`src/verilog/credit_pkg.sv`:
```
`default_nettype none

// ---------------------------------------------------------------------------
// Credit pool definitions shared by the sender, the counter and the receiver.
// ---------------------------------------------------------------------------

package credit_pkg;

  // Size of the shared credit pool. The receiver buffer holds exactly this
  // many flits, so a sender that respects its credits can never overrun it.
  localparam int MAX_CREDIT = 8;

  // Credit counts run from 0 to MAX_CREDIT inclusive.
  localparam int CREDIT_W = 4;

  // A single cycle can change the count by up to four (one per flow).
  localparam int CHANGE_W = 3;

  // Buffer pointer width. MAX_CREDIT is a power of two, so the pointers
  // wrap on their own.
  localparam int PTR_W = 3;

  // Per-cycle change to the credit counter. Both fields apply in the same
  // cycle, the increment from returned credits and the decrement from flits
  // that were granted.
  typedef struct packed {
    logic [CHANGE_W-1:0] incr;
    logic [CHANGE_W-1:0] decr;
  } credit_update_t;

endpackage : credit_pkg

`default_nettype wire

```
`src/verilog/flit_pkg.sv`:
```
`default_nettype none

// ---------------------------------------------------------------------------
// Flit format and flow definitions.
// ---------------------------------------------------------------------------

package flit_pkg;

  // Number of flows sharing the link.
  localparam int NUM_FLOWS = 4;

  // Width of a flow index.
  localparam int FLOW_W = 2;

  // Width of the payload carried by each flit.
  localparam int PAYLOAD_W = 16;

  // Flow index. Arithmetic on this type wraps modulo NUM_FLOWS.
  typedef logic [FLOW_W-1:0] flow_id_t;

  // One flit on the link. The flow id travels with the payload so the
  // consumer can tell the flows apart after they share the buffer.
  typedef struct packed {
    flow_id_t              flow_id;
    logic [PAYLOAD_W-1:0]  payload;
  } flit_t;

endpackage : flit_pkg

`default_nettype wire

```
`src/verilog/credit_counter.sv`:
```
`timescale 1ns/1ps
`default_nettype none

// Tracks the number of credits the sender may still spend.
module credit_counter
  import credit_pkg::*;
(
  input  logic                clk,
  input  logic                rst,
  // Increment and decrement for this cycle.
  input  credit_update_t      update,
  // Value loaded into the counter while rst is high.
  input  logic [CREDIT_W-1:0] credit_initial,
  // Credits held back from circulation.
  input  logic [CREDIT_W-1:0] credit_withhold,
  // Counter state before this cycle's change.
  output logic [CREDIT_W-1:0] credit_count,
  // Count minus withhold, never below zero.
  output logic [CREDIT_W-1:0] credit_available
);

  // ---------------------------------------------------------------------------
  // Counter state
  // ---------------------------------------------------------------------------

  logic [CREDIT_W-1:0] incr_ext;
  logic [CREDIT_W-1:0] decr_ext;
  logic [CREDIT_W-1:0] count_next;

  // Widen the change fields to the counter width before the arithmetic.
  assign incr_ext = CREDIT_W'(update.incr);
  assign decr_ext = CREDIT_W'(update.decr);

  // The sender never decrements below what it has plus what is returned in
  // the same cycle, so the result stays within 0 to MAX_CREDIT.
  assign count_next = credit_count + incr_ext - decr_ext;

  // Reset loads the initial pool size instead of clearing to zero.
  always_ff @(posedge clk) begin
    if (rst) begin
      credit_count <= credit_initial;
    end else begin
      credit_count <= count_next;
    end
  end

  // ---------------------------------------------------------------------------
  // Availability
  // ---------------------------------------------------------------------------

  // Withheld credits are not spendable. When the withhold amount exceeds
  // the count, the surplus simply means nothing is available.
  always_comb begin
    if (credit_count > credit_withhold) begin
      credit_available = credit_count - credit_withhold;
    end else begin
      credit_available = '0;
    end
  end

endmodule : credit_counter

`default_nettype wire

```
`src/verilog/credit_link_top.sv`:
```
`timescale 1ns/1ps
`default_nettype none

// Sender and receiver joined into one credit link.
module credit_link_top
  import credit_pkg::*;
  import flit_pkg::*;
(
  input  logic                                clk,
  input  logic                                rst,
  input  logic [NUM_FLOWS-1:0]                push_valid,
  input  logic [NUM_FLOWS-1:0][PAYLOAD_W-1:0] push_data,
  output logic [NUM_FLOWS-1:0]                push_ready,
  input  logic [CREDIT_W-1:0]                 credit_initial,
  input  logic [CREDIT_W-1:0]                 credit_withhold,
  output logic [CREDIT_W-1:0]                 credit_count,
  output logic [CREDIT_W-1:0]                 credit_available,
  input  logic                                out_pop,
  output logic                                out_valid,
  output flit_t                               out_flit
);

  // Link wires between the two sides
  logic [NUM_FLOWS-1:0]  pop_valid;
  flit_t [NUM_FLOWS-1:0] pop_flit;
  logic                  pop_credit;

  credit_sender u_sender (
    .clk              (clk),
    .rst              (rst),
    .push_valid       (push_valid),
    .push_data        (push_data),
    .push_ready       (push_ready),
    .pop_valid        (pop_valid),
    .pop_flit         (pop_flit),
    .pop_credit       (pop_credit),
    .credit_initial   (credit_initial),
    .credit_withhold  (credit_withhold),
    .credit_count     (credit_count),
    .credit_available (credit_available)
  );

  credit_receiver u_receiver (
    .clk        (clk),
    .rst        (rst),
    .pop_valid  (pop_valid),
    .pop_flit   (pop_flit),
    .out_pop    (out_pop),
    .out_valid  (out_valid),
    .out_flit   (out_flit),
    .pop_credit (pop_credit)
  );

endmodule : credit_link_top

`default_nettype wire

```
`src/verilog/credit_receiver.sv`:
```
`timescale 1ns/1ps
`default_nettype none

// Receiver side of the credit link.
// Buffers up to MAX_CREDIT flits and hands back one credit per flit the
// consumer pops. Several lanes can write in the same cycle.
module credit_receiver
  import credit_pkg::*;
  import flit_pkg::*;
(
  input  logic                  clk,
  input  logic                  rst,
  // Flits from the sender, one lane per flow.
  input  logic [NUM_FLOWS-1:0]  pop_valid,
  input  flit_t [NUM_FLOWS-1:0] pop_flit,
  // Consumer side.
  input  logic                  out_pop,
  output logic                  out_valid,
  output flit_t                 out_flit,
  // One credit back to the sender per completed pop.
  output logic                  pop_credit
);

  // ---------------------------------------------------------------------------
  // Storage and pointers
  // ---------------------------------------------------------------------------

  flit_t buffer [MAX_CREDIT];

  logic [PTR_W-1:0]                wr_ptr;
  logic [PTR_W-1:0]                rd_ptr;
  logic [CREDIT_W-1:0]             occupancy;
  logic [NUM_FLOWS-1:0][PTR_W-1:0] lane_addr;
  logic [CHANGE_W-1:0]             wr_num;
  logic                            pop_fire;

  // Give each valid lane the next free slot, lowest flow first. Invalid
  // lanes take no slot, so the written flits stay contiguous.
  always_comb begin
    logic [PTR_W-1:0] addr;
    addr   = wr_ptr;
    wr_num = '0;
    for (int i = 0; i < NUM_FLOWS; i++) begin
      lane_addr[i] = addr;
      if (pop_valid[i]) begin
        addr   = addr + PTR_W'(1);
        wr_num = wr_num + CHANGE_W'(1);
      end
    end
  end

  // The sender's credits guarantee a free slot for every valid lane.
  always_ff @(posedge clk) begin
    for (int i = 0; i < NUM_FLOWS; i++) begin
      if (pop_valid[i]) begin
        buffer[lane_addr[i]] <= pop_flit[i];
      end
    end
  end

  // ---------------------------------------------------------------------------
  // Read side
  // ---------------------------------------------------------------------------

  // A pop only counts while there is something to pop.
  assign pop_fire  = out_pop && out_valid;
  assign out_valid = (occupancy != '0);
  assign out_flit  = buffer[rd_ptr];

  always_ff @(posedge clk) begin
    if (rst) begin
      wr_ptr     <= '0;
      rd_ptr     <= '0;
      occupancy  <= '0;
      pop_credit <= 1'b0;
    end else begin
      wr_ptr     <= wr_ptr + PTR_W'(wr_num);
      rd_ptr     <= rd_ptr + PTR_W'(pop_fire);
      occupancy  <= occupancy + CREDIT_W'(wr_num) - CREDIT_W'(pop_fire);
      // Credit goes back the cycle after the pop.
      pop_credit <= pop_fire;
    end
  end

endmodule : credit_receiver

`default_nettype wire

```
`src/verilog/credit_sender.sv`:
```
`timescale 1ns/1ps
`default_nettype none

// Sender side of the credit link.
// Turns per-flow ready/valid pushes into flits on the pop side, limited by
// the shared credit pool. Push to pop has no register in between.
module credit_sender
  import credit_pkg::*;
  import flit_pkg::*;
(
  input  logic                                clk,
  input  logic                                rst,
  // Ready/valid push side, one lane per flow.
  input  logic [NUM_FLOWS-1:0]                push_valid,
  input  logic [NUM_FLOWS-1:0][PAYLOAD_W-1:0] push_data,
  output logic [NUM_FLOWS-1:0]                push_ready,
  // Credit/valid pop side toward the receiver.
  output logic [NUM_FLOWS-1:0]                pop_valid,
  output flit_t [NUM_FLOWS-1:0]               pop_flit,
  input  logic                                pop_credit,
  // Credit counter control and status.
  input  logic [CREDIT_W-1:0]                 credit_initial,
  input  logic [CREDIT_W-1:0]                 credit_withhold,
  output logic [CREDIT_W-1:0]                 credit_count,
  output logic [CREDIT_W-1:0]                 credit_available
);

  credit_update_t       update;
  logic [CREDIT_W-1:0]  spendable;
  logic [CHANGE_W-1:0]  grant_allowed;
  logic [CHANGE_W-1:0]  grant_count;
  logic [NUM_FLOWS-1:0] grant;

  // ---------------------------------------------------------------------------
  // Credit counter
  // ---------------------------------------------------------------------------

  // Returned credits add to the pool, granted flits take from it.
  assign update.incr = CHANGE_W'(pop_credit);
  assign update.decr = grant_count;

  credit_counter u_credit_counter (
    .clk              (clk),
    .rst              (rst),
    .update           (update),
    .credit_initial   (credit_initial),
    .credit_withhold  (credit_withhold),
    .credit_count     (credit_count),
    .credit_available (credit_available)
  );

  // ---------------------------------------------------------------------------
  // Arbitration
  // ---------------------------------------------------------------------------

  // A credit coming back this cycle can be spent right away, so it counts
  // toward what the arbiter may hand out. At most one grant per flow.
  assign spendable = credit_available + CREDIT_W'(pop_credit);
  assign grant_allowed = (spendable < CREDIT_W'(NUM_FLOWS)) ?
                         CHANGE_W'(spendable) : CHANGE_W'(NUM_FLOWS);

  multi_grant_rr_arb u_arb (
    .clk           (clk),
    .rst           (rst),
    .request       (push_valid),
    .grant_allowed (grant_allowed),
    .grant         (grant),
    .grant_count   (grant_count)
  );

  // Nothing is accepted while the link is in reset.
  assign push_ready = grant & {NUM_FLOWS{!rst}};

  // ---------------------------------------------------------------------------
  // Pop side
  // ---------------------------------------------------------------------------

  // A lane pops exactly when its push handshake completes.
  assign pop_valid = push_ready & push_valid;

  // Tag each payload with its lane number
  for (genvar i = 0; i < NUM_FLOWS; i++) begin : gen_flit
    assign pop_flit[i].flow_id = flow_id_t'(i);
    assign pop_flit[i].payload = push_data[i];
  end

endmodule : credit_sender

`default_nettype wire

```
`src/verilog/multi_grant_rr_arb.sv`:
```
`timescale 1ns/1ps
`default_nettype none

// Round-robin arbiter that may grant several requesters in one cycle.
module multi_grant_rr_arb
  import credit_pkg::*;
  import flit_pkg::*;
(
  input  logic                 clk,
  input  logic                 rst,
  // One request bit per flow.
  input  logic [NUM_FLOWS-1:0] request,
  // Upper bound on the number of grants this cycle.
  input  logic [CHANGE_W-1:0]  grant_allowed,
  // One grant bit per flow, combinational from request.
  output logic [NUM_FLOWS-1:0] grant,
  // Number of bits set in grant.
  output logic [CHANGE_W-1:0]  grant_count
);

  // ---------------------------------------------------------------------------
  // Priority pointer
  // ---------------------------------------------------------------------------

  // Flow that is looked at first in the next scan.
  flow_id_t priority_ptr;
  // Last flow granted in the current scan.
  flow_id_t last_idx;

  // ---------------------------------------------------------------------------
  // Grant scan
  // ---------------------------------------------------------------------------

  // Walk the flows in order starting at the pointer and grant every
  // requester until the allowed count is used up. The index wraps because
  // flow_id_t is exactly as wide as the flow count needs.
  always_comb begin
    flow_id_t idx;
    grant       = '0;
    grant_count = '0;
    last_idx    = priority_ptr;
    for (int i = 0; i < NUM_FLOWS; i++) begin
      idx = priority_ptr + flow_id_t'(i);
      if (request[idx] && (grant_count < grant_allowed)) begin
        grant[idx]  = 1'b1;
        grant_count = grant_count + CHANGE_W'(1);
        last_idx    = idx;
      end
    end
  end

  // After any grant the flow just past the last winner goes first next
  // time. With no grant the order is left alone so nobody loses its turn.
  always_ff @(posedge clk) begin
    if (rst) begin
      priority_ptr <= '0;
    end else if (|grant) begin
      priority_ptr <= last_idx + flow_id_t'(1);
    end
  end

endmodule : multi_grant_rr_arb

`default_nettype wire
```
`config.mk`:
```
export PLATFORM = sky130hd
export DESIGN_NAME = credit_link_top
export DESIGN_NICKNAME = d
export VERILOG_FILES = /design/src/verilog/credit_pkg.sv /design/src/verilog/flit_pkg.sv /design/src/verilog/credit_counter.sv /design/src/verilog/credit_link_top.sv /design/src/verilog/credit_receiver.sv /design/src/verilog/credit_sender.sv /design/src/verilog/multi_grant_rr_arb.sv
export SDC_FILE = /design/constraint.sdc
export NUM_CORES = 1
export LEC_CHECK = 0
export ABC_CLOCK_PERIOD_IN_PS = 8700
export BUFFER_PORTS_ARGS = -buffer_cell sky130_fd_sc_hd__buf_2
export CELL_PAD_IN_SITES_DETAIL_PLACEMENT = 0
export CELL_PAD_IN_SITES_GLOBAL_PLACEMENT = 1
export CORE_MARGIN = 10
export CORE_UTILIZATION = 44
export CTS_CLUSTER_DIAMETER = 40
export DETAILED_ROUTE_END_ITERATION = 8
export PLACE_DENSITY = 0.74
export SYNTH_ARGS = -nofsm -noshare
export SYNTH_HDL_FRONTEND = slang
export SYNTH_SLANG_ARGS = --single-unit
```
`constraint.sdc`:
```
create_clock -name clk -period 8.7 [get_ports clk]
set_clock_uncertainty 0.1 [all_clocks]
set_input_delay 0.435 -clock clk [delete_from_list [all_inputs] [get_ports clk]]
set_output_delay 0.435 -clock clk [all_outputs]
set_load 0.03 [all_outputs]
```
## Word-level counts from Yosys, hierarchy flattened

Memories as Yosys holds them, arrays and structs flattened. A register that Yosys moved wholly into a read port is not among the register bits.
Index checks and enable logic that the tools add are counted.
Widths: inputs -> output; s select.

- Muxes and demuxes: 46
- $lt $le $gt $ge: 14
- Bitwise logic cells: 5
- Add/subtract/negate cells: 21
- Reduce and logical (&&, ||, !) cells: 12

Operator list:

| operator | number |
|---|---|
| $mux 3 | 11 |
| $add 3x1->3 const B | 8 |
| $mux 4 | 6 |
| $mux 1 | 18 |
| $lt 2x3->1 const B | 4 |
| $or 4x4->4 | 3 |
| $logic_and 1x1->1 | 9 |
| $lt 3x3->1 | 3 |
| $add 4x1->4 | 2 |
| $and 4x4->4 | 2 |
| $bmux 1 s2 | 4 |
| $demux 1 s2 | 4 |
| $ge 2x1->1 const B | 4 |
| $mux 2 | 3 |
| $add 2x1->2 const B | 2 |
| $add 2x2->2 const B | 2 |
| $add 4x3->4 | 1 |
| $gt 4x4->1 | 1 |
| $lt 4x3->1 const B | 1 |
| $reduce_bool 4->1 | 1 |
| $reduce_or 4->1 | 1 |
| $sub 4x1->4 | 1 |
| $sub 4x3->4 | 1 |
| $sub 4x4->4 | 1 |
| other kinds (5) | 5 |

- Output and inout bits: 31
- Word-level logic and storage cells: 105
- Input port bits: 79
- Register bits after elaboration: 17
- Memories kept: 1
- RAM bits: 144

Memory list:

| memory | words | width | rd ports | clocked after memory_dff | write ports | RTL line | text |
|---|---|---|---|---|---|---|---|
| u_receiver.buffer | 8 | 18 | 1 | 1 | 4 | credit_receiver.sv:28 | `flit_t buffer [MAX_CREDIT];` |

## Logic depth before layout (Yosys ltp)

Gate-level depths: netlist (run 1).

- Word-level depth: 28
- Depth in mapped cells: 46
- Depth with buffers taken out: 42

## Modules after synthesis

Synthesis (run 1) repeated with hierarchy kept, for this count alone.

- Cells, all modules: 1,347
- Area, all modules: 14,398.8 sq um

By module, submodules not included:

| module | sequential area each (sq um) | cells an instance | times used | area each (sq um) |
|---|---|---|---|---|
| credit_receiver | 4,544.4 | 1,109 | 1 | 12,499.5 |
| credit_sender | 0.0 | 95 | 1 | 704.4 |
| multi_grant_rr_arb | 40.0 | 85 | 1 | 681.9 |
| credit_counter | 80.1 | 58 | 1 | 513.0 |

## Worst setup path after synthesis (run 1)

No wires, ideal clock.

- Path kind: reg2reg
- From: register u_sender.u_credit_counter.credit_count[0]
- To: memory u_receiver.buffer[3][0] (netlist name), enable pin
- Stages on the path, launching flop included: 38
- Setup time: 0.377 ns
- Path buffers: 3
- Path slack: -0.763 ns
- Required time: 8.223 ns
- Period minus slack after synthesis: 9.463 ns
- Arrival time: 8.986 ns
- Path through: dfxtp_1 -> inv_1 -> ha_1 -> fa_1 -> nand2b_1 -> o2bb2ai_1 -> or2_0 -> clkbuf_1 -> nor2_1 -> ha_1 -> clkbuf_1 -> nor2_1 -> or4b_4 -> o21a_1 -> ha_1 -> ha_1 -> a21oi_1 -> nor4_1 -> [2 not listed] -> o21ai_0 -> ha_1 -> and3_1 -> a21o_1 -> a21oi_1 -> nand3_1 -> a41oi_4 -> mux2i_4 -> ha_1 -> nor2_1 -> nor2_1 -> ha_1 -> inv_1 -> or2_2 -> nor3_1 -> a22o_1 -> buf_2 -> nand4b_1

RTL lines:

| what | RTL line | text |
|---|---|---|
| start: declaration | credit_counter.sv:17 | `output logic [CREDIT_W-1:0] credit_count,` |
| start signal: assignment | credit_counter.sv:41 | `credit_count <= credit_initial;` |
| start signal: assignment | credit_counter.sv:43 | `credit_count <= count_next;` |
| end: declaration | credit_receiver.sv:28 |  |

==> metrics.yaml, run 1 <==
worst_setup_path:
  crit_buf_inv: 2
  cpMostUsedCell: "ha_1"
  crit_slowest_cell: "nor2_2"
  worst-setup-path-type: "flip-flop to flip-flop"
  critPathTopFamily: "simple AND/OR/NAND/NOR gates"
  required_ns: 8.78
  cp_max_fo: 19
  crit_path_end_kind: "flip-flop"
  arrival_ns: 8.42
  worst_setup_path_start_kind: "flip-flop"
  slowest_delay_ns: 1.03
finish:
  multi_input_area_um2: 6970
  n_antenna_cell: 0
  nets: 1369
  ff_latch_area_um2: 4510
  area_delta_synth_final_pct: 15.5
  finalNonFillerCells: 1599
  fill_cells: 2424
  drive_gt1_frac: 0.302
placement:
  portBuffers: 109
  dp_cells: 1551
  pre_cts_ws_ns: -0.171
  gp_congestion: 0.899
  dp_hpwl_um: 28300
synth:
  syn_inst: 1154
  ys.flop_type: "edfxtp_1"
  avgSynthCellArea_um2: 10.4
  ys_warn_count: 0
  synthesis.nets: 1277
  ys_ff_latch: 161
  syn-cell-area_um2: 12000
  synth.distinct_cells: 83
  synthArstFlopShare: 0
  synth_enable_flop_cells: 128
  synth.yosys.seq_area_share: 0.375
run_status:
  status: "complete, but fails checks"
  violations: "design-rule violations"
cts:
  cts_inserted_buffers: 17
  cts_tree: "yes"
  cts.path.max_buffers: 2
  path_clk_slew_ns: 0.07
  clkLatencyLatePin_ns: 0.43
  root_buffer: "clkbuf_16"
  cts_max_level: 4
  cts.sinks: 161
grt:
  grt_pass1_wl_um: 63000
  grt_util_all_layers: 0.243
  grt_pass1_vias: 10200
  grt.overflow.total: 0
  grt_start_max_net_pins: 38
  antenna_found_initial: 0
floorplanning:
  ios: 110
  row_count: 60
  die_w_um: 185
  dieHeight_um: 185
  start_util: 0.447
  dieArea_um2: 34300
  core_area_um2: 26900
drt:
  wl_per_cell_um: 26.6
  drt-pass1-iter-count: 9
  drt_iter0_drc: 2038
  vias: 10600
  drc_errors: 41
  vias_per_cell: 6.63
  wirelength_um: 42600
  drtAntennaViolNets: 0
sta:
  setup_ws_ns: 0.357
  period_share: 0.959
  hold_slack_ns: 0.0955
  tightest_slew_ns: 1.26
  final_hold_viol_count: 0
  slew_headroom: 0.157
  max_clock_freq_mhz: 120
  period_minus_slack_ns: 8.34
  slew_viol_final: 0
  setup_viol: 0
pwr:
  leakagePower_nw: 5.31
  p_per_area_nw_per_um2: 338
  ir_drop_v: 0.000185
min_path:
  hold_path.class: "input pin to flip-flop"
job:
  maxCapViolCount: 0
[timing repair]
| action | 4_1_cts | 5_1_grt |
|---|---|---|
| gates resized for setup | 1 | 28 |
| endpoints found under the setup margin | 11 | 275 |
| setup buffers | 0 | 16 |
| cloned | 0 | 1 |
| hold buffers | 0 | 0 |
| pin swaps | 0 | 14 |
[layout make-up]
class,count,area share
flip-flops and latches,161,0.325
clock buffers,17,0.0307
clock inverters,14,0.0107
well taps,341,0.0308
multi-input cells,838,0.502
repair buffers,194,0.0909
inverters,34,0.00938
[path summary, 6_finish.rpt]
kind | startpoint | slack, ns | endpoint | cells after the start
worst max register to register | u_sender.u_credit_counter.credit_count[0]$_DFF_P_ | 0.36 | u_receiver.buffer[2][9]$_DFFE_PP_ | 33
worst max-delay path | u_sender.u_credit_counter.credit_count[0]$_DFF_P_ | 0.36 | u_receiver.buffer[2][9]$_DFFE_PP_ | 33
worst min-delay path | credit_initial[3] | 0.1 | u_sender.u_credit_counter.credit_count[3]$_DFF_P_ | 3
worst min register to register | u_receiver.buffer[2][17]$_SDFFE_PP1P_ | 0.38 | u_receiver.buffer[2][17]$_SDFFE_PP1P_ | 2
[power by group]
group / total, W / internal [W] / leakage (nW) / switching [W]
combinational: 0.00285 / 0.00117 / 3.61 / 0.00168
clock: 0.000749 / 0.000380 / 0.264 / 0.000369
sequential: 0.00109 / 0.00101 / 1.43 / 0.0000767
[synth_stat cells (3+ instances only)]
library cell / number / share of area
nor2_1: 139 / 0.043
edfxtp_1: 128 / 0.32
a21oi_1: 125 / 0.052
a222oi_1: 109 / 0.091
nand2_1: 72 / 0.023
ha_1: 40 / 0.042
buf_2: 39 / 0.016
clkbuf_1: 38 / 0.012
mux4_2: 37 / 0.069
mux2_2: 36 / 0.034
dfxtp_1: 33 / 0.055
inv_1: 33 / 0.010
nand3_1: 25 / 0.010
and2_1: 24 / 0.013
mux2i_1: 24 / 0.020
and3_1: 23 / 0.012
o21ai_0: 23 / 0.0096
buf_1: 19 / 0.0059
buf_4: 17 / 0.011
nor2b_1: 13 / 0.0068
a31oi_1: 11 / 0.0057
xor2_1: 11 / 0.0080
xnor2_1: 10 / 0.0073
nand2b_1: 9 / 0.0047
buf_6: 8 / 0.0075
a21oi_2: 6 / 0.0044
a22oi_1: 6 / 0.0038
a32oi_4: 6 / 0.014
nor3_1: 6 / 0.0025
a22o_1: 5 / 0.0036
a21o_1: 4 / 0.0025
fa_1: 4 / 0.0067
a21oi_4: 3 / 0.0041
nand4b_1: 3 / 0.0022
nor3_4: 3 / 0.0041
o211ai_1: 3 / 0.0019
xnor2_2: 3 / 0.0041
[worst min-delay path: cells and delay by family]
kind,cells,cell delay [ns]
buf+inv,1,0.08
simple gates,1,0.04
compound gates,1,0.05
[logic make-up (layout without fill, tap and decap cells)]
family,after synthesis,count (layout),synth area share
and+or+nand+nor,339,339,0.138
AOI/OAI and AO/OA,325,325,0.217
DFF,161,161,0.375
buffers and inverters,155,259,0.0630
muxes,100,100,0.128
adders and majority gates,44,44,0.0483
xor gates and xnor gates,30,30,0.0306
[placed cells by master, fill, tap and decap left out, drive strengths merged, types with 18 or more instances in the layout]
master / count
o21ai: 24
a222oi: 109
mux2: 38
and3: 23
buf: 193
dfxtp: 33
clkbuf: 18
mux4: 37
and2: 24
inv: 40
nand2: 73
edfxtp: 128
a21oi: 134
mux2i: 25
nor2: 142
nand3: 26
ha: 40
[routing by layer]
metal	wire, µm	up-vias	GRT usage
met5	0	-	0
met4	1580	0	0.0988
met3	4920	107	0.0527
met2	19700	751	0.383
met1	16400	5055	0.317
li1	-	4693	-
[stage by stage]
stage / total power (W) / util / setup TNS [ns] / instance area [µm²]
after global placement: 0.00380 / 0.483 / 0 / 13000
final: 0.00469 / 0.516 / 0 / 13900
after global routing: 0.00498 / 0.516 / -0.0177 / 13900
after detailed placement: 0.00383 / 0.483 / -9.04 / 13000
after floorplan: 0.00315 / - / 0 / 12100
after CTS: 0.00459 / 0.505 / 0 / 13600
[sequential cells by signal (all words and copies together) (netlist names)]
register,flops
u_receiver.pop_credit,1
u_receiver.rd_ptr,3
u_receiver.occupancy,4
u_receiver.buffer,144
u_sender.u_arb.priority_ptr,2
u_receiver.wr_ptr,3
u_sender.u_credit_counter.credit_count,4
Power figures use the tool's default switching activity.
==> inputs of run 2 (changes only) <==
- REMOVE_ABC_BUFFERS: unset -> 1
==> metrics.yaml, run 2 (synthesis gave the netlist of run 1 again) <==
worst_setup_path:
  ff2ff_path_depth: 37  # +12%
  crit_path_end_kind: "flip-flop"
  slowest_delay_ns: 0.51  # -0.52 ns
  worst_setup_path_start_kind: "flip-flop"
  cp_max_fo: 12  # -7
  required_ns: 8.79  # about the same
  timing.rr.end: "u_receiver.buffer[6][9]$_DFFE_PP_"
  reg2reg_from: "u_sender.u_credit_counter.credit_count[0]$_DFF_P_"
  worst-setup-path-type: "flip-flop to flip-flop"
  arrival_ns: 8.46  # +0.04 ns
  r2r_slack_ns: 0.33  # -0.02 ns
  crit_slowest_cell: "or4b_4"
  cpMostUsedCell: "ha_1"
floorplanning:
  core_area_um2: 26900  # unchanged
  start_util: 0.447  # unchanged
  dieHeight_um: 185  # unchanged
  row_count: 60  # unchanged
  ios: 110  # unchanged
  die_w_um: 185  # unchanged
  dieArea_um2: 34300  # unchanged
run_status:
  violations: "design-rule violations"
  status: "complete, but fails checks"
pwr:
  p_per_area_nw_per_um2: 346  # +2.4%
  ir_drop_v: 0.000171  # -7.2%
  p_total_w: 0.00487  # +3.8%
  leakagePower_nw: 5.42  # +2.1%
drt:
  wl_per_cell_um: 26.6  # -0.26%
  drc_errors: 35  # -15%
  wirelength_um: 42800  # +0.48%
  vias_per_cell: 6.54  # -1.4%
  drt_iter0_drc: 2058  # +0.98%
  drt-pass1-iter-count: 9  # unchanged
  drtAntennaViolNets: 0  # unchanged
  vias: 10500  # -0.66%
cts:
  cts_inserted_buffers: 17  # unchanged
  cts_tree: "yes"
  root_buffer: "clkbuf_16"
  clkLatencyLatePin_ns: 0.44  # about the same
  cts_max_level: 4  # unchanged
  cts.sinks: 161  # unchanged
  path_clk_slew_ns: 0.07  # about the same
  cts.path.max_buffers: 2  # unchanged
sta:
  setup_ws_ns: 0.332  # -0.0247 ns
  period_minus_slack_ns: 8.37  # +0.0247 ns
  tightest_slew_ns: 1.23  # -0.0309 ns
  tns_ns: 0  # unchanged
  period_share: 0.962  # +0.00284
  max_clock_freq_mhz: 120  # -0.30%
  slew_viol_final: 0  # unchanged
  final_hold_viol_count: 0  # unchanged
  setup_viol: 0  # unchanged
  slew_headroom: 0.178  # +0.0215
grt:
  grt.overflow.total: 0  # unchanged
  antenna_found_initial: 0  # unchanged
  grt_pass1_wl_um: 63700  # +1.2%
  grt_pass1_vias: 10200  # +0.53%
  grt_util_all_layers: 0.247  # +0.00417
  grt_start_max_net_pins: 38  # unchanged
finish:
  multi_input_area_um2: 7010  # +0.57%
  ff_latch_area_um2: 4510  # -0.11%
  largest_register_ff_count: 144  # unchanged
  nets: 1380  # +0.80%
  drive_gt1_frac: 0.309  # +0.00659
  fill_cells: 2444  # +0.83%
  area_delta_synth_final_pct: 17.2
  n_antenna_cell: 0  # unchanged
  final_cell_mix: "nor2_1 (137), edfxtp_1 (128), a21oi_1 (123), a222oi_1 (109), buf_2 (109)"
  mostFrequentLayoutCell: "nor2_1"
job:
  maxCapViolCount: 0  # unchanged
min_path:
  hold_end: "u_sender.u_credit_counter.credit_count[3]$_DFF_P_"
  holdCritStartpoint: "credit_initial[3]"
  holdPathStages: 3  # unchanged
  hold_path.class: "input pin to flip-flop"
placement:
  dp_hpwl_um: 29200  # +3.1%
  pre_cts_ws_ns: -0.295  # -0.124 ns
  portBuffers: 109  # unchanged
  gp_congestion: 0.911  # +1.3%
==> run 2: critical path, delay by kind of cell (launching register included) <==
kind                     cells  cell delay, ns
AO/OA/AOI/OAI                9            1.68
XOR/XNOR                     3            0.54
adder cells (fa/ha/maj)      8            2.17
buffers and inverters        5            0.75
flip-flops                   1            0.37
AND/OR/NAND/NOR             12            2.50
==> run 2: worst max-delay path by stage <==
| stage | startpoint | endpoint | depth (start not counted) |
|---|---|---|---|
| floorplan | u_sender.u_credit_counter.credit_count[0]$_DFF_P_ | u_receiver.buffer[3][0]$_DFFE_PP_ | 36 |
| global placement | credit_withhold[0] | u_receiver.buffer[4][11]$_DFFE_PP_ | 33 |
| detailed placement | credit_withhold[0] | u_receiver.buffer[3][2]$_DFFE_PP_ | 35 |
| CTS | u_sender.u_credit_counter.credit_count[0]$_DFF_P_ | u_receiver.buffer[7][9]$_DFFE_PP_ | 37 |
| global route | u_sender.u_credit_counter.credit_count[0]$_DFF_P_ | u_receiver.buffer[3][5]$_DFFE_PP_ | 39 |
| finish | u_sender.u_credit_counter.credit_count[0]$_DFF_P_ | u_receiver.buffer[6][9]$_DFFE_PP_ | 37 |
==> run 2: final cells by class <==
class / instances / area share
Multi-Input combinational cell: 838 / 0.498
Timing Repair Buffer: 205 / 0.0978
Inverter: 34 / 0.00925
Clock inverter: 14 / 0.0137
Tap cell: 341 / 0.0303
Sequential cell: 161 / 0.320
Clock buffer: 18 / 0.0305
==> run 2: per-stage QoR <==
step                      utilization  cell area (µm²)  std cells  hold slack, ns
after floorplan                     -            11400       1033           0.336
after global placement          0.484            13000       1564           0.355
after detailed placement        0.484            13000       1564           0.354
after CTS                       0.510            13700       1598          0.0831
after global routing            0.524            14100       1611           0.104
final                           0.524            14100       1611          0.0918
==> run 2: repair_timing <==
item / CTS / global route
hold buffers: 0 / 0
cloned: 0 / 1
gates resized for setup: 9 / 49
pin swaps: 1 / 10
setup endpoints to repair: 227 / 276
setup buffers: 2 / 12
==> run 2: routing by layer <==
layer / track usage / part of all wire / vias to the layer above
li1: - / - / 4710
met1: 0.333 / 0.41 / 5079
met2: 0.392 / 0.47 / 664
met3: 0.0476 / 0.098 / 83
met4: 0.0777 / 0.028 / 0
met5: 0 / 0 / -
==> run 2: power breakdown <==
group	switching [W]	total, W	internal, W	leakage, nW
Combinational	0.00173	0.00296	0.00123	3.69
Sequential	0.0000865	0.00110	0.00101	1.43
Clock	0.000355	0.000817	0.000462	0.299
